## src/icache_config.svh

```systemverilog
`ifndef ICACHE_CONFIG_SVH
`define ICACHE_CONFIG_SVH

// core address and fetch word
`define ICACHE_ADDR_W 32
`define ICACHE_XLEN 64

// cache geometry
`define ICACHE_SETS 64
`define ICACHE_WAYS 2
`define ICACHE_BEATS 4

// outstanding line reads the memory side can hold
`define ICACHE_MEM_CREDITS 2

// derived widths
`define ICACHE_LINE_W (`ICACHE_XLEN * `ICACHE_BEATS)
`define ICACHE_OFFSET_W $clog2(`ICACHE_LINE_W / 8)
`define ICACHE_INDEX_W $clog2(`ICACHE_SETS)
`define ICACHE_TAG_W (`ICACHE_ADDR_W - `ICACHE_INDEX_W - `ICACHE_OFFSET_W)

`endif

```

## src/icachePkg.sv

```systemverilog
`include "icache_config.svh"

package icachePkg;

  // address split as seen by the cache
  typedef struct packed {
    logic [`ICACHE_TAG_W-1:0]    tag;
    logic [`ICACHE_INDEX_W-1:0]  index;
    logic [`ICACHE_OFFSET_W-1:0] offset;
  } icacheAddrFieldsT;

  // same word, raw or decoded
  typedef union packed {
    logic [`ICACHE_ADDR_W-1:0] raw;
    icacheAddrFieldsT          fields;
  } icacheAddrT;

  // one way of one set
  typedef struct packed {
    logic                     valid;
    logic [`ICACHE_TAG_W-1:0] tag;
  } tagEntryT;

endpackage

```

## src/refillStage.sv

```systemverilog
`timescale 1ns/1ns
`include "icache_config.svh"

module refillStage (
  input  logic                        clk,
  input  logic                        rst_n,
  input  logic                        missReq,
  input  icachePkg::icacheAddrT       missAddr,
  input  logic                        victimWay,
  input  logic                        memCredit_i,
  input  logic [`ICACHE_XLEN-1:0]     memData_i,
  input  logic                        memDataValid_i,
  input  logic                        memLast_i,
  output logic                        memRdValid_o,
  output logic [`ICACHE_ADDR_W-1:0]   memAddr_o,
  output logic                        lineWe,
  output logic                        lineWay,
  output logic [`ICACHE_INDEX_W-1:0]  lineIndex,
  output icachePkg::tagEntryT         lineTag,
  output logic [`ICACHE_LINE_W-1:0]   lineData,
  output logic                        refillDone
);

  localparam int CREDIT_W = $clog2(`ICACHE_MEM_CREDITS + 1);
  localparam int BEAT_W   = $clog2(`ICACHE_BEATS);

  // controller states
  localparam logic [1:0] ST_WAIT    = 2'd0;
  localparam logic [1:0] ST_COLLECT = 2'd1;
  localparam logic [1:0] ST_WRITE   = 2'd2;

  logic [1:0]                 state;
  logic [CREDIT_W-1:0]        credits;
  logic [BEAT_W-1:0]          beatCnt;
  logic [`ICACHE_LINE_W-1:0]  lineBuf;
  logic                       wayQ;
  logic                       issue;
  icachePkg::icacheAddrT      lineAddr;

  // one read per miss, only with a credit in hand
  assign issue        = (state == ST_WAIT) && missReq && (credits != '0);
  assign memRdValid_o = issue;

  // line aligned request address
  always_comb begin
    lineAddr              = missAddr;
    lineAddr.fields.offset = '0;
  end
  assign memAddr_o = lineAddr.raw;

  always_ff @(posedge clk or negedge rst_n) begin
    if (!rst_n) begin
      state   <= ST_WAIT;
      beatCnt <= '0;
      wayQ    <= 1'b0;
    end else begin
      case (state)
        ST_WAIT: begin
          // victim fixed at issue time
          if (issue) begin
            state   <= ST_COLLECT;
            wayQ    <= victimWay;
            beatCnt <= '0;
          end
        end
        ST_COLLECT: begin
          if (memDataValid_i) begin
            beatCnt <= beatCnt + 1'b1;
            if (memLast_i) begin
              state <= ST_WRITE;
            end
          end
        end
        ST_WRITE: state <= ST_WAIT;
        default:  state <= ST_WAIT;
      endcase
    end
  end

  // beats arrive in address order
  always_ff @(posedge clk) begin
    if ((state == ST_COLLECT) && memDataValid_i) begin
      lineBuf[beatCnt*`ICACHE_XLEN +: `ICACHE_XLEN] <= memData_i;
    end
  end

  // spend on issue, refund on each returned pulse
  always_ff @(posedge clk or negedge rst_n) begin
    if (!rst_n) begin
      credits <= CREDIT_W'(`ICACHE_MEM_CREDITS);
    end else begin
      credits <= credits - CREDIT_W'(issue) + CREDIT_W'(memCredit_i);
    end
  end

  // write pulse doubles as done, lookup replays after it
  assign lineWe        = (state == ST_WRITE);
  assign refillDone    = (state == ST_WRITE);
  assign lineWay       = wayQ;
  assign lineIndex     = missAddr.fields.index;
  assign lineTag.valid = 1'b1;
  assign lineTag.tag   = missAddr.fields.tag;
  assign lineData      = lineBuf;

  // memory must not return more than it was given
  creditBound: assert property (@(posedge clk) disable iff (!rst_n)
    credits <= CREDIT_W'(`ICACHE_MEM_CREDITS));

  // a spent credit stays out until memory hands it back
  noReqDry: assert property (@(posedge clk) disable iff (!rst_n)
    memRdValid_o |=> (credits < CREDIT_W'(`ICACHE_MEM_CREDITS)));

endmodule

```

## config.mk

```make
export PLATFORM = sky130hd
export DESIGN_NAME = refillStage
export DESIGN_NICKNAME = d
export VERILOG_FILES = /design/src/icachePkg.sv /design/src/refillStage.sv
export VERILOG_INCLUDE_DIRS = /design/src
export SDC_FILE = /design/constraint.sdc
export NUM_CORES = 1
export LEC_CHECK = 0
export ABC_AREA = 1
export BUFFER_PORTS_ARGS = -buffer_cell sky130_fd_sc_hd__clkbuf_2
export CORE_AREA = 5 5 161 163
export DETAILED_ROUTE_END_ITERATION = 10
export DIE_AREA = 0 0 166 168
export PLACE_DENSITY = 0.74
export SYNTH_ARGS = -nofsm -noshare
export SYNTH_HDL_FRONTEND = slang
export SYNTH_SLANG_ARGS = --single-unit
export TNS_END_PERCENT = 10
```

## constraint.sdc

```tcl
create_clock -name clk -period 9 [get_ports clk]
set_input_delay 0.45 -clock clk [delete_from_list [all_inputs] [get_ports clk]]
set_output_delay 0.45 -clock clk [all_outputs]
set_load 0.05 [all_outputs]
```

======== Word level (Yosys, flattened, before mapping) ========
Index checks and enable logic that the tools add are counted.
Widths: inputs -> output; s select.
storage, ports and cells
  logic and storage cells ................. 33
  flip-flop bits (word level) ............. 263
  input bits .............................. 103
  output and inout port bits .............. 320
cells by class
  equal/unequal tests ..................... 5
  mux-type cells .......................... 8
  add/sub/neg operators ................... 4
  reduce and logical (&&, ||, !) cells .... 9
  shift operators ......................... 2
operators by type and width
  cell                       count
  $bwmux 256                 1
  $shift 64x34->256 const A  1
  $shiftx 64x34->256         1
  $neg 8->34                 1
  $mux 2                     5
  $pmux 2 s2                 2
  $ne 2x2->1 const B         3
  $reduce_and 3->1           2
  $reduce_bool 2->1          2
  $logic_and 1x1->1          3
  $add 2x1->2                1
  $add 2x1->2 const B        1
  $eq 2x1->1 const B         1
  $eq 2x2->1 const B         1
  $logic_not 2->1            1
  $reduce_and 2->1           1
  $sub 2x1->2                1

======== Logic depth before layout (Yosys ltp) ========
  depth after elaboration ................. 5
  gate-level depth with buffers ........... 9
  mapped depth without buffers ............ 9

======== Worst setup path before layout ========
Ideal clock, no wire load.
  path type ............................... flip-flop to flip-flop
  from .................................... register beatCnt[0] (netlist name)
  to ...................................... register lineBuf[0] (netlist: lineData[0]) (enable)
  setup slack ............................. 4.901 ns
  cell stages (with the launch flop) ...... 5
  buffers on the path ..................... 0
  required time ........................... 8.513 ns
  arrival time ............................ 3.612 ns
  setup time .............................. 0.487 ns
  clock period less this slack ............ 4.099 ns
  path through ............................ dfrtp_1 > inv_2 > ha_1 > inv_1 > nor2_1
RTL lines
  item                             line               text
  to (signal, indexed assignment)  refillStage.sv:83  lineBuf[beatCnt*`ICACHE_XLEN +: `ICACHE_XLEN] <= memData_i;
  to (decl)                        refillStage.sv:35  logic [`ICACHE_LINE_W-1:0] lineBuf;

==> impl_metrics.toml <==
[clock_network]
cts_setup_buffers = 0
cts.reportedPaths.clkPinSlew_ns = 0.06
ctsLongestPathBuffers = 3
cts_made_buffers = 27
cts-htree-levels = 1
cts_tree = "built"
cts_resized = 0
cts_hold_buf = 1
cts_sinks = 263
clock_tree.root_cell = "clkbuf_16"
worstSkewPairLatency_ns = 0.55

[route]
post_drt_via_cell_ratio = 5.03
ant_nets = 0
dr.pass1.iters = 5
wl_um = 30500
drt-initial-drc-count = 678
route.detailed.drc = 0
wl_per_cell_um = 21.4
vias = 7156

[floorplan]
start_util_pct = 44.8
dieArea_um2 = 27900
ios = 423
die_x_um = 166
core_region_area_um2 = 24200
fp.dieH_um = 168
rows = 57

[critical_path]
crit_type = "reg -> reg"
critPathRequiredTime_ns = 9.17
critPathLaunchType = "flop"
reg2reg_setup_slack_ns = 5.77
critPathMaxFanout = 68
cp.arrival_ns = 3.40
crit_path_end_kind = "flop"

[global_route]
grt_pass1_wl_um = 45200
grt_max_degree = 69
antenna_found_initial = 0
grt_pass1_vias = 7462
grtUsageTotal_pct = 21.2
gr-total-overflow = 0

[sta]
setup_tns_ns = 0
hold_viol = 0
fmax_mhz = 310
setup_viol = 0
setup_slack_ns = 5.77
rsz0062_at_grt = "false"
period_share_pct = 35.9
finalClockSkew_ns = 0.0112
worstMarginPinSlew_ns = 1.12
hold_slack_ns = 0.121
slew_violations = 0
fin_crit_ns = 3.23
slew_headroom_pct = 25.0

[logic_synthesis]
postSynthCellCount = 810
syn_area_per_cell_um2 = 13.4
syn_area_um2 = 10800
synthAdderAreaFrac_pct = 0.694
synthMuxAreaShare_pct = 0
synth_top_family_by_area = "simple AND/OR/NAND/NOR gates"
ys_seq_area_share_pct = 72.7
ys_warn_count = 0
synth-compound-area-share_pct = 0.162
ys_seq_elements = 263
ys_types = 25
synth_xor_area_share_pct = 0
yosys.area_share.simple_pct = 16.4

[layout]
final_cell_mix = "330 x clkbuf_2, 256 x edfxtp_1, 196 x nor2_1"
layout-drive-gt1-share_pct = 40.1
antenna_cells = 0
final_common_cell = "clkbuf_2"
finish.utilization_pct = 53.9
nets = 1189
area_growth_pct = 20.4

[place]
portBuffers = 330
dp_hpwl_um = 20100
place.gp.congestion = 0.784
post-place-ws_ns = 5.68

[power_and_ir_drop]
p_per_area_nw_per_um2 = 303
power.leakage_nw = 5.21
peakVddDrop_mv = 0.245

[worst_hold_path]
timing.hold.worst.class = "in -> reg"

[run_status]
status = "completed"

[job]
max_cap_violations = 0
-- power breakdown --
part | switching, mW | internal [mW]
combinational | 1.15 | 0.215
clock | 0.448 | 0.553
sequential | 0.0377 | 1.54
-- per-stage QoR --
step / total power, mW / cell area, µm² / cells
6_report: 3.94 / 13000 / 1422
5_1_grt: 4.14 / 13000 / 1422
4_1_cts: 3.99 / 13000 / 1422
3_5_place_dp: 2.99 / 12200 / 1374
3_3_place_gp: 2.96 / 12200 / 1374
2_1_floorplan: 2.72 / 10800 / 814
-- cell families (layout without fill, tap and decap cells) --
kind of cell / Yosys count / count (layout)
compound gates: 3 / 3
fa+ha+maj: 6 / 6
buf+inv: 184 / 468
flops: 263 / 263
other cells: 2 / 6
simple gates: 352 / 352
-- cell usage after synthesis --
| cell | number | share of area, % |
|---|---|---|
| edfxtp_1 | 256 | 71 |
| nor2_1 | 200 | 6.9 |
| inv_1 | 76 | 2.6 |
| buf_4 | 71 | 4.9 |
| nand3_1 | 68 | 3.1 |
| nor3_2 | 50 | 4.6 |
| buf_2 | 20 | 0.92 |
| nor3_1 | 14 | 0.65 |
| buf_6 | 13 | 1.4 |
| nand2_1 | 13 | 0.45 |
| dfrtp_1 | 6 | 1.4 |
| ha_1 | 6 | 0.69 |
| inv_2 | 3 | 0.10 |
| conb_1 | 2 | 0.069 |
| nand2_2 | 2 | 0.12 |
| a21oi_1 | 1 | 0.046 |
| clkbuf_1 | 1 | 0.035 |
| dfstp_2 | 1 | 0.24 |
| nand3_2 | 1 | 0.092 |
| nand4_1 | 1 | 0.058 |
| nand4_4 | 1 | 0.20 |
| nor2_4 | 1 | 0.10 |
| o21ai_0 | 1 | 0.046 |
| o21bai_1 | 1 | 0.069 |
| or2_2 | 1 | 0.058 |
-- sequential cells by signal, summed over array words and instances, names as in the netlist --
| signal | cells |
|---|---|
| beatCnt | 2 |
| credits | 2 |
| lineData | 256 |
| lineWay | 1 |
| state | 2 |
-- critical path, cell delays in order, from the launching register on --
cell,delay [ns]
dfrtp_2,0.36
buf_4,0.71
ha_1,0.27
inv_1,0.06
nor2_4,0.84
buf_4,0.58
-- per-layer routing --
| layer | track usage (%) | routed length (µm) | vias up |
|---|---|---|---|
| met5 | 0 | 0 | - |
| met1 | 24.3 | 10800 | 3422 |
| met3 | 5.02 | 2600 | 73 |
| li1 | - | - | 3227 |
| met4 | 8.11 | 1280 | 0 |
| met2 | 38.4 | 15800 | 434 |
-- final cells by class --
type                            instances  area (µm²)
Clock buffer                           35         706
Clock inverter                         12        71.3
Fill cell                            2056       11100
Inverter                               79         297
Multi-Input combinational cell        367        1940
Sequential cell                       263        7870
Tap cell                              324         405
Timing Repair Buffer                  342        1740
-- final timing paths --
| path | start | endpoint | cells past startpoint |
|---|---|---|---|
| max in group asynchronous | rst_n | credits[1] | 2 |
| max | beatCnt[0] | lineData[244] | 5 |
| min reg2reg | lineWay | lineWay | 2 |
| max reg2reg | beatCnt[0] | lineData[244] | 5 |
| min | memLast_i | state[1] | 3 |
| min in group asynchronous | rst_n | state[1] | 2 |
No activity file was read; power rests on OpenSTA's default activity.
