[src/icache_config.svh]
`ifndef ICACHE_CONFIG_SVH
`define ICACHE_CONFIG_SVH

// core address and fetch word
`define ICACHE_ADDR_W 32
`define ICACHE_XLEN 64

// cache geometry
`define ICACHE_SETS 64
`define ICACHE_WAYS 2
`define ICACHE_BEATS 4

// outstanding line reads the memory side can hold
`define ICACHE_MEM_CREDITS 2

// derived widths
`define ICACHE_LINE_W (`ICACHE_XLEN * `ICACHE_BEATS)
`define ICACHE_OFFSET_W $clog2(`ICACHE_LINE_W / 8)
`define ICACHE_INDEX_W $clog2(`ICACHE_SETS)
`define ICACHE_TAG_W (`ICACHE_ADDR_W - `ICACHE_INDEX_W - `ICACHE_OFFSET_W)

`endif

[src/icachePkg.sv]
`include "icache_config.svh"

package icachePkg;

  // address split as seen by the cache
  typedef struct packed {
    logic [`ICACHE_TAG_W-1:0]    tag;
    logic [`ICACHE_INDEX_W-1:0]  index;
    logic [`ICACHE_OFFSET_W-1:0] offset;
  } icacheAddrFieldsT;

  // same word, raw or decoded
  typedef union packed {
    logic [`ICACHE_ADDR_W-1:0] raw;
    icacheAddrFieldsT          fields;
  } icacheAddrT;

  // one way of one set
  typedef struct packed {
    logic                     valid;
    logic [`ICACHE_TAG_W-1:0] tag;
  } tagEntryT;

endpackage

[src/lookupStage.sv]
`timescale 1ns/1ns
`include "icache_config.svh"

module lookupStage (
  input  logic                        clk,
  input  logic                        rst_n,
  input  logic                        valid_i,
  input  logic [`ICACHE_ADDR_W-1:0]   addr_i,
  input  logic                        way0Hit,
  input  logic                        way1Hit,
  input  logic [`ICACHE_LINE_W-1:0]   lineData0,
  input  logic [`ICACHE_LINE_W-1:0]   lineData1,
  input  logic                        refillDone,
  output logic                        addrOk_o,
  output logic                        dataOk_o,
  output logic [`ICACHE_XLEN-1:0]     rdData_o,
  output logic [`ICACHE_INDEX_W-1:0]  rdIndex,
  output logic                        missReq,
  output icachePkg::icacheAddrT       missAddr,
  output logic                        useHit,
  output logic                        useWay
);

  // low offset bits address bytes inside one word
  localparam int WORD_LSB = $clog2(`ICACHE_XLEN / 8);

  icachePkg::icacheAddrT                  reqAddr;
  icachePkg::icacheAddrT                  cmpAddr;
  logic                                   cmpValid;
  logic                                   cmpHit;
  logic                                   cmpMiss;
  logic                                   accept;
  logic                                   replay;
  logic [`ICACHE_OFFSET_W-WORD_LSB-1:0]   wordSel;
  logic [`ICACHE_LINE_W-1:0]              hitLine;
  logic [`ICACHE_XLEN-1:0]                hitWord;

  assign reqAddr.raw = addr_i;
  assign cmpHit      = way0Hit | way1Hit;
  assign cmpMiss     = cmpValid & ~cmpHit;

  // closed while a miss is seen, refilled or replayed
  assign addrOk_o = ~(missReq | replay | cmpMiss);
  assign accept   = valid_i & addrOk_o;

  // stores keep reading the compare set when nothing new enters
  assign rdIndex = accept ? reqAddr.fields.index : cmpAddr.fields.index;

  // request stage register, also the replay source
  always_ff @(posedge clk or negedge rst_n) begin
    if (!rst_n) begin
      cmpValid <= 1'b0;
      cmpAddr  <= '0;
    end else begin
      cmpValid <= accept | replay;
      if (accept) begin
        cmpAddr <= reqAddr;
      end
    end
  end

  // word pick from the hitting way
  assign hitLine = way1Hit ? lineData1 : lineData0;
  assign wordSel = cmpAddr.fields.offset[`ICACHE_OFFSET_W-1:WORD_LSB];
  assign hitWord = hitLine[wordSel*`ICACHE_XLEN +: `ICACHE_XLEN];

  // miss stays open until the line is written
  // replay one cycle later so the read sees the new line
  always_ff @(posedge clk or negedge rst_n) begin
    if (!rst_n) begin
      dataOk_o <= 1'b0;
      missReq  <= 1'b0;
      replay   <= 1'b0;
    end else begin
      dataOk_o <= cmpValid & cmpHit;
      replay   <= missReq & refillDone;
      if (cmpMiss) begin
        missReq <= 1'b1;
      end else if (refillDone) begin
        missReq <= 1'b0;
      end
    end
  end

  always_ff @(posedge clk) begin
    if (cmpValid & cmpHit) begin
      rdData_o <= hitWord;
    end
  end

  assign missAddr = cmpAddr;
  assign useHit   = cmpValid & cmpHit;
  assign useWay   = way1Hit;

  // response and open miss come from exclusive compare outcomes
  noDataInMiss: assert property (@(posedge clk) disable iff (!rst_n)
    !(dataOk_o && missReq));

endmodule

[config.mk]
export PLATFORM = sky130hd
export DESIGN_NAME = lookupStage
export DESIGN_NICKNAME = d
export VERILOG_FILES = /design/src/icachePkg.sv /design/src/lookupStage.sv
export VERILOG_INCLUDE_DIRS = /design/src
export SDC_FILE = /design/constraint.sdc
export NUM_CORES = 1
export LEC_CHECK = 0
export ABC_CLOCK_PERIOD_IN_PS = 4900
export BUFFER_PORTS_ARGS = -buffer_cell sky130_fd_sc_hd__buf_4
export CAP_MARGIN = 40
export CORE_AREA = 4 4 250 252
export DETAILED_ROUTE_END_ITERATION = 12
export DIE_AREA = 0 0 254 256
export GPL_TIMING_DRIVEN = 0
export MAX_ROUTING_LAYER = met4
export PLACE_DENSITY_LB_ADDON = 0.1
export SYNTH_ARGS = -nofsm -noshare
export SYNTH_HDL_FRONTEND = slang
export SYNTH_SLANG_ARGS = --single-unit
[constraint.sdc]
create_clock -name clk -period 4.9 [get_ports clk]
set_input_delay 0 -clock clk [delete_from_list [all_inputs] [get_ports clk]]
set_output_delay 0 -clock clk [all_outputs]
set_load 0.005 [all_outputs]
After elaboration in Yosys (flattened, before gate mapping) --
Index checks and enable logic that the tools add are counted.
Storage, ports and cells: bits in registers 100, latch bits 0, bits in writable memories 0, memory bits (read-only) 0, output and inout bits 107, word-level logic and storage cells 22, memories 0
Cells by class: add/sub/neg operators 0, multipliers 0, divide/modulo/power cells 0, $lt $le $gt $ge 0, equal/unequal tests 0, shift-type cells 1, multiplexer cells 4, bitwise gates (word level) 10, reductions and logical operators 1
Operator list (number):
- two-way mux 256 bit | 1
- indexed part select 256 x 9 -> 64 bit | 1
- two-way mux 6 bit | 1
- AND 1 bit | 4
- bitwise OR 1 bit | 4
- two-way mux 1 bit | 2
- NOT 1 bit | 2
- nonzero test 2 bit | 1

Depth between registers and ports, before layout --
Gate-level depths: netlist of the first run.
depth after elaboration 7, depth in mapped cells 5, gate-level depth less buffers 3

Least setup slack after synthesis of the first run --
Ideal clock, no wire load.
path type input port to flip-flop, start point input way1Hit, end point register rdData_o[0], enable pin, data arrival time 1934 ps, path slack 2538 ps, stages 3, buffers on the path 2, cell sequence buf_6 > buf_4 > o21a_1
Between the ends: word-level cells in the longest chain between the ends 2
RTL lines:
- from (decl) | RTL line lookupStage.sv:10 | input logic way1Hit,
- bitwise OR 1 bit | RTL line lookupStage.sv:39 | assign cmpHit = way0Hit | way1Hit;
- AND 1 bit
- net useHit | RTL line lookupStage.sv:20 | output logic useHit,
- to (signal assigned) | RTL line lookupStage.sv:87 | rdData_o <= hitWord;
- to (decl) | RTL line lookupStage.sv:16 | output logic [`ICACHE_XLEN-1:0] rdData_o,
The timed path passes the listed nets, and every way through them passes these cells. A chain may end at the register's enable or synchronous reset.

Final worst setup path of the first run --
start point register cmpAddr (netlist bit missAddr[4]), end point register rdData_o[60] (data pin)
Between the ends: word-level cells in the longest chain between the ends 1
RTL lines:
- from (decl) | RTL line lookupStage.sv:28 | icachePkg::icacheAddrT cmpAddr;
- from (signal assigned) | RTL line lookupStage.sv:57 | cmpAddr <= reqAddr;
- indexed part select 256 x 9 -> 64 bit | RTL line lookupStage.sv:65 | assign hitWord = hitLine[wordSel*`ICACHE_XLEN +: `ICACHE_XLEN];
- net hitWord[60] | RTL line lookupStage.sv:36 | logic [`ICACHE_XLEN-1:0] hitWord;
The timed path passes the listed nets, and every way through them passes these cells.

==> results of run 1 <==
==> critical path: stages (launching register included) <==
cell and delay [ps]:
dfrtp_1 430, buf_2 380, buf_1 640, mux4_2 460, mux2_2 290
==> flip-flops by register name, summed over array words and instances, names as in the netlist <==
name / flops
cmpValid: 1
dataOk_o: 1
missAddr: 32
missReq: 1
rdData_o: 64
replay: 1
==> area by class of cell <==
cell class	instances	area share [%]
Clock inverter	5	0.335
Antenna cell	8	0.145
Tap cell	782	7.08
Multi-Input combinational cell	238	29.6
Timing Repair Buffer	696	38.7
Sequential cell	100	20.4
Inverter	1	0.0271
Clock buffer	11	1.84
Buffer	40	1.89
==> report_power, final <==
part,internal (W),switching [W]
sequential,0.00111,0.0000626
clock,0.000388,0.000408
combinational,0.00103,0.000685
total,0.00253,0.00116
==> layout by cell type, fill, tap and decap left out, types with 2 or more instances in the layout <==
cell type	instances
dlygate4sd3_1	35
edfxtp_1	64
buf_4	660
inv_6	3
diode_2	8
mux2_2	102
buf_6	14
and2_1	2
mux4_2	128
buf_8	2
clkbuf_16	10
buf_2	5
buf_1	9
dfrtp_1	36
clkbuf_1	11
==> per-stage QoR <==
step                      instance area [um^2]  utilization, %  std cells  worst slack, ps  total power [W]
final                                    13800            23.0       1881             2440          0.00369
after global routing                     13800            23.0       1881             2270          0.00392
after CTS                                13800            23.0       1873             2320          0.00382
after detailed placement                 13200            21.9       1822             2340          0.00294
after global placement                   13100            21.7       1817              637          0.00293
after floorplan                           7170               -        379             2540          0.00195
==> kinds of logic (layout without fill, tap and decap cells) <==
kind of cell    after synthesis  in the layout
compound gates                2              2
buf+inv                      41            753
flops                       100            100
mux                         230            230
other cells                   0              8
simple gates                  6              6
==> worst paths after layout <==
check	start	end
min in group asynchronous	rst_n	missAddr[17]
min	lineData1[202]	rdData_o[10]
max	missAddr[4]	rdData_o[60]
max in group asynchronous	rst_n	missAddr[3]
max reg2reg	missAddr[4]	rdData_o[60]
min reg2reg	replay	cmpValid
==> metal layers <==
metal,part of all wire [%],vias to the layer above,wire [um],global-route usage [%]
met4,1.1,0,474,2.61
met2,56,304,25000,25.5
li1,-,3093,-,-
met3,6.7,17,2980,3.47
met1,36,3527,16200,14.2
met5,0,-,0,-
==> impl_metrics.csv, run 1 <==
group,metric,value,unit
run_status,outcome,"complete, no violations",
grt,grt_pass1_vias,8016,
timing,fin_tns_setup,0,ps
clocking,cts.htree.levels,3,
grt,grt_use_total,13.5,%
timing,slew_violations,0,
synth,synth_area_leaders,"mux4_2 40%, edfxtp_1 27%, mux2_2 16%",
grt,grt_max_degree,43,
floorplan,die_area,65000,um^2
power,p_leak,5.89,nW
clocking,cts_tree,"yes",
floorplan,rows,90,
floorplan,io_pins,657,
synth,synthXorXnorAreaFrac,0,%
hold_path,hold_class,"input port to register",
drt,vias,6941,
clocking,cts-buffers-inserted,9,
worst_setup_path,rr_worst_depth,4,
clocking,clock-sinks,100,
clocking,insertion_delay,390,ps
synth,ys_seq_area_share,39.4,%
synth,synth_edf_count,64,
drt,post_drt_wl_per_cell,23.7,um
worst_setup_path,crit_fanout,10,
finish,nFillCells,6526,
synth,avgSynthCellArea,18.9,um^2
synth,ys.flop_type,"edfxtp_1",
worst_setup_path,required,5030,ps
placed_design,io_buffers,656,
placed_design,gp_congestion,0.790,
worst_setup_path,crit_path_start_kind,"register",
synth,synth.yosys.warnings,0,
synth,synth_top_area_share,40.2,%
synth,synth_commonest_cells,"128 x mux4_2, 102 x mux2_2, 64 x edfxtp_1, 36 x dfrtp_1, 12 x buf_6",
clocking,cts-root-buf,"clkbuf_16",
floorplan,die_x,254,um
finish,drive_above_1_share,85.1,%
drt,drt_wl_total,44.6,mm
clocking,clk_pin_slew,100,ps
drt,drc,0,
drt,dr.pass1.iters,4,
drt,first_iter_violations,162,
drt,via_per_inst,3.69,
timing,slew_headroom,47.9,%
finish,nNetsFinal,1636,
flow_run,maxCapViolCount,0,
worst_setup_path,critPathArrivalTime,2590,ps
finish,area_delta_synth_final,92.9,%
timing,rsz0062_at_grt,"no",
synth,synth.most_common_cell,"mux4_2",
synth,synth_area_leader_cell,"mux4_2",
worst_setup_path,crit_type,"register to register",
timing,finalSetupViolCount,0,
finish,multiInputGateArea,4090,um^2
timing,holdWs,125,ps
drt,final_antenna_net_count,0,
power,ir_worst_vdd,0.000167,V
clocking,cts_buffer_depth,2,
worst_setup_path,reg2reg_slack,2440,ps
floorplan,start_util,11.9,%
synth,yosys.area_share.adder,0,%
synth,synthMuxAreaShare,56.2,%
synth,synthesis.nets,929,
timing,fmax,406,MHz
synth,yosys.area_share.simple,0.506,%
synth,synth_compound_area_share,0.175,%
synth,syn_area,7170,um^2
timing,hold_viol,0,
synth,ys_ff_latch,100,
grt,antenna_found_initial,8,
synth,synthCells,379,
synth,synth_cell_types,17,
timing,fin_crit_sh,50.2,%
floorplan,fp.dieH,256,um
clocking,post_cts_buffers,0,
clocking,cts-resized-gates,0,
synth,synth_top_family_by_area,"multiplexers",
synth,async_flop_share,36.0,%
clocking,hold_buffers,35,
hold_path,hold_depth,3,
grt,grt_pass1_wl,60.7,mm
timing,clock_skew,19.1,ps
finish,seqCellArea,2820,um^2
grt,overflow,0,
power,power_density,267,nW/um^2
timing,period_needed,2460,ps
floorplan,core_area,60100,um^2
placed_design,hpwl,37.9,mm
worst_setup_path,endpoint_kind,"register",
timing,worstMarginPinSlew,782,ps
Note: power is estimated with default switching activity, not from simulation.
==> run 2, diff against run 1 <==
- ABC_CLOCK_PERIOD_IN_PS: 4900 -> 2400
- clock period: 4.9 -> 2.4 ns (I/O delays scaled with it)
==> run 2 against run 1 <==
Compared with the run above: worst hold slack barely moved; critical path depth unchanged; worst setup slack got worse by 2300 ps; sequential power up 100%; cell count did not move; non-clock buffer count stayed put; maximum frequency is 11% higher; critical endpoint is now rdData_o[34]; highest routed layer unchanged; die area is the same; largest power group unchanged.
==> impl_metrics.csv, run 2 (synthesis gave the netlist of run 1 again) <==
group,metric,value,unit
finish,area_delta_synth_final,93.1,%
power,power_density,544,nW/um^2
clocking,cts-buffers-inserted,9,
floorplan,die_area,65000,um^2
drt,first_iter_violations,165,
worst_setup_path,max_stage_delay,570,ps
floorplan,die_x,254,um
power,finalPower,0.00753,W
worst_setup_path,path_common_cell,"clkbuf_1",
worst_setup_path,required,2530,ps
clocking,clock-sinks,100,
drt,via_per_inst,3.69,
timing,slew_headroom,48.1,%
timing,finalSetupViolCount,0,
placed_design,io_buffers,656,
timing,hold_viol,0,
drt,dr.pass1.iters,4,
worst_setup_path,endpoint_kind,"register",
finish,drive_above_1_share,86.0,%
timing,rsz0062_at_grt,"no",
timing,period_needed,2220,ps
drt,post_drt_wl_per_cell,23.7,um
worst_setup_path,crit_type,"register to register",
floorplan,rows,90,
placed_design,gp_congestion,0.790,
finish,mostFrequentLayoutCells,"660 x buf_4, 128 x mux4_2, 102 x mux2_2",
worst_setup_path,crit_fanout,10,
flow_run,maxCapViolCount,0,
grt,grt_use_total,13.5,%
floorplan,start_util,11.9,%
drt,drc,0,
clocking,insertion_delay,390,ps
clocking,clk_pin_slew,100,ps
clocking,cts_tree,"yes",
floorplan,io_pins,657,
finish,nNetsFinal,1636,
placed_design,hpwl,37.9,mm
hold_path,hold_class,"input port to register",
finish,fin_util,23.0,%
finish,largest_reg_flops,64,
worst_setup_path,crit_path_start_kind,"register",
grt,antenna_found_initial,8,
timing,fmax,450,MHz
floorplan,core_area,60100,um^2
worst_setup_path,critPathArrivalTime,2350,ps
worst_setup_path,slowest_stage,"clkbuf_1",
power,p_leak,5.92,nW
clocking,post_cts_buffers,0,
clocking,cts_buffer_depth,2,
grt,grt_max_degree,43,
timing,holdWs,125,ps
timing,fin_crit_sh,92.6,%
drt,drt_wl_total,44.6,mm
power,ir_worst_vdd,0.000341,V
grt,overflow,0,
finish,top_register,"rdData_o",
floorplan,fp.dieH,256,um
run_status,outcome,"complete, no violations",
drt,final_antenna_net_count,0,
timing,worstMarginPinSlew,779,ps
clocking,cts.htree.levels,3,
clocking,cts-root-buf,"clkbuf_16",
grt,grt_pass1_vias,8016,
worst_setup_path,cp_cell_sequence,"clkbuf_1 > buf_6 > clkbuf_1 > mux2_2",
timing,slew_violations,0,
grt,grt_pass1_wl,60.7,mm
drt,vias,6936,
timing,clock_skew,19.9,ps
finish,layout_commonest_cell,"buf_4",
## run 2: final timing paths
check / startpoint / end / slack (ps) / cells after the start
worst max-delay path: missAddr[3] / rdData_o[34] / 180 / 4
worst min-delay path: lineData1[202] / rdData_o[10] / 130 / 3
worst max register to register: missAddr[3] / rdData_o[34] / 180 / 4
worst min register to register: replay / cmpValid / 510 / 1
max in group asynchronous: rst_n / missAddr[3] / 1900 / 2
min in group asynchronous: rst_n / missAddr[7] / 140 / 2
## run 2: area by class of cell
| cell class | count | area (um^2) |
|---|---|---|
| inverter | 1 | 3.75 |
| sequential | 100 | 2820 |
| multi-input combinational | 238 | 4090 |
| tap | 782 | 978 |
| timing repair buffer | 696 | 5360 |
| buffer | 40 | 277 |
| clock inverter | 5 | 46.3 |
| clock buffer | 11 | 254 |
| antenna | 8 | 20.0 |
| fill | 6525 | 46300 |
## run 2: timing repair
| action | in CTS | in global routing |
|---|---|---|
| hold endpoints to repair | 70 | 0 |
| endpoints found under the setup margin | 57 | 1 |
| resized for setup | 10 | 1 |
| hold buffers | 35 | 0 |
## run 2: layer usage
| metal | part of all wire [%] | vias to the layer above | track usage (%) | wire (um) |
|---|---|---|---|---|
| met1 | 36 | 3518 | 14.2 | 16200 |
| li1 | - | 3095 | - | - |
| met4 | 1.1 | 0 | 2.61 | 475 |
| met3 | 6.6 | 17 | 3.47 | 2970 |
| met2 | 56 | 306 | 25.5 | 25000 |
| met5 | 0 | - | - | 0 |
## run 2: power breakdown
| group | switching (W) | total (W) | internal, W |
|---|---|---|---|
| Sequential | 0.000128 | 0.00240 | 0.00227 |
| Clock | 0.000832 | 0.00162 | 0.000792 |
| Combinational | 0.00140 | 0.00351 | 0.00211 |
## run 2: stage by stage
stage	instances	setup slack (ps)	cell area [um^2]	TNS, ps
after floorplan	379	37.5	7170	0
after global placement	1817	-1860	13100	-140430
after detailed placement	1822	-161	13200	-4860
after CTS	1873	26.0	13800	0
after global routing	1881	29.9	13800	0
final	1881	178	13800	0
## run 2: critical path, delay by kind of cell (launching register included)
family   cells  cell delay, ps
buf+inv      3            1140
mux          1             420
flops        1             400
==> run 3, diff against run 2 <==
- CORE_AREA: 4 4 250 252 -> 4 4 254 256
- DIE_AREA: 0 0 254 256 -> 0 0 258 260
==> run 3 against run 2 <==
Compared with the run above: worst setup slack lost 80 ps; critical endpoint is now rdData_o[56]; critical path type unchanged; critical path depth unchanged; cell count up 3.1%; largest cell class unchanged.
==> impl_metrics.csv, run 3 (synthesis gave the netlist of run 1 again) <==
group,metric,value,unit
run_status,outcome,"complete, no violations",
timing,slew_headroom,51.5,%
finish,drive_above_1_share,85.7,%
finish,mostFrequentLayoutCells,"661 x buf_4, 128 x mux4_2, 102 x mux2_2",
finish,largest_reg_flops,64,
hold_path,hold_class,"input port to async pin",
clocking,cts-buffers-inserted,9,
grt,antenna_found_initial,7,
power,p_leak,5.91,nW
timing,fin_tns_setup,0,ps
worst_setup_path,r2r-start,"missAddr[4]",
drt,via_per_inst,3.58,
clocking,cts_buffer_depth,2,
finish,nNetsFinal,1635,
worst_setup_path,endpoint_kind,"register",
clocking,clock-sinks,100,
power,power_density,539,nW/um^2
finish,fin_util,22.2,%
clocking,cts-root-buf,"clkbuf_16",
finish,layout_commonest_cell,"buf_4",
worst_setup_path,reg2reg_slack,100,ps
grt,grt_pass1_wl,59.3,mm
worst_setup_path,required,2540,ps
timing,fin_crit_sh,95.9,%
finish,fin_cells,1940,
floorplan,die_area,67100,um^2
floorplan,fp.dieH,260,um
floorplan,core_area,62500,um^2
worst_setup_path,critPathArrivalTime,2440,ps
grt,grt_use_total,12.8,%
finish,area_delta_synth_final,93.9,%
grt,grt_pass1_vias,8125,
worst_setup_path,reg2reg_to,"rdData_o[56]",
worst_setup_path,crit_fanout,10,
power,finalPower,0.00749,W
drt,dr.pass1.iters,4,
worst_setup_path,rr_worst_depth,4,
timing,clock_skew,13.7,ps
clocking,post_cts_buffers,0,
drt,final_antenna_net_count,0,
flow_run,maxCapViolCount,0,
finish,seqCellArea,2820,um^2
grt,overflow,0,
clocking,cts_tree,"yes",
timing,worstMarginPinSlew,727,ps
floorplan,die_x,258,um
timing,hold_viol,0,
timing,slew_violations,0,
placed_design,io_buffers,656,
timing,finalSetupViolCount,0,
floorplan,rows,92,
finish,multiInputGateArea,4090,um^2
drt,drt_wl_total,44.0,mm
timing,rsz0062_at_grt,"no",
drt,post_drt_wl_per_cell,22.7,um
power,ir_worst_vdd,0.000326,V
floorplan,start_util,11.5,%
finish,nFillCells,6722,
placed_design,dp_cells,1885,
placed_design,hpwl,37.6,mm
drt,drc,0,
grt,grt_max_degree,47,
drt,first_iter_violations,174,
finish,top_register,"rdData_o",
drt,vias,6945,
worst_setup_path,crit_path_start_kind,"register",
timing,fmax,434,MHz
clocking,insertion_delay,380,ps
clocking,clk_pin_slew,90,ps
placed_design,gp_congestion,0.833,
timing,period_needed,2300,ps
floorplan,io_pins,657,
clocking,cts.htree.levels,3,
worst_setup_path,crit_type,"register to register",
## run 3: changes by cell type in the layout (fill, tap and decap cells not counted), moves of 2 or more
cell,change
buf_2,-6
diode_2,-4
buf_1,+3
inv_6,-3
buf_6,-2
clkbuf_2,+2
inv_8,+2
## run 3: layer usage
layer  part of all wire [%]  track usage (%)  up-vias
met5                      0                -        -
met4                    1.6             2.94        0
met3                    6.9             3.59       26
met2                     56             24.4      331
met1                     36             13.0     3501
li1                       -                -     3087
## run 3: through the flow
| step | cell area [um^2] | hold WS (ps) | setup slack, ps |
|---|---|---|---|
| 6_report | 13900 | 113 | 98.1 |
| 5_1_grt | 13900 | 104 | 5.34 |
| 4_1_cts | 13900 | 84.2 | 8.68 |
| 3_5_place_dp | 13200 | 12.0 | -231 |
| 3_3_place_gp | 13200 | 20.1 | -1890 |
| 2_1_floorplan | 7170 | -296 | 37.5 |
## run 3: report_power, final
group	internal, W	switching [W]
combinational	0.00211	0.00139
clock	0.000740	0.000858
sequential	0.00227	0.000125
total	0.00512	0.00238
## run 3: how the worst max path moves through the flow
stage                      from            to  depth (start not counted)
floorplan               way1Hit   rdData_o[0]                          3
global placement        way1Hit  rdData_o[42]                          4
detailed placement  missAddr[4]  rdData_o[37]                          4
CTS                 missAddr[4]   rdData_o[3]                          5
global route        missAddr[4]  rdData_o[57]                          4
finish              missAddr[4]  rdData_o[56]                          4
## run 3: final cells by class
class | count | area share, %
clock inverter | 7 | 0.504
tap | 846 | 7.62
timing repair buffer | 695 | 38.5
multi-input combinational | 238 | 29.4
inverter | 1 | 0.0270
buffer | 40 | 1.95
antenna | 4 | 0.0720
sequential | 100 | 20.3
clock buffer | 9 | 1.62
## run 3: repair_timing
| action | CTS | global route |
|---|---|---|
| hold endpoints to repair | 70 | 0 |
| gates resized for setup | 4 | 3 |
| setup endpoints to repair | 60 | 4 |
| hold buffers | 35 | 0 |
| cloned | 0 | 0 |
## run 3: worst max-delay path, cell delays in order, from the launching register on
cell and delay [ps]:
dfrtp_1 420, buf_4 310, buf_1 580, mux4_2 450, mux2_2 280
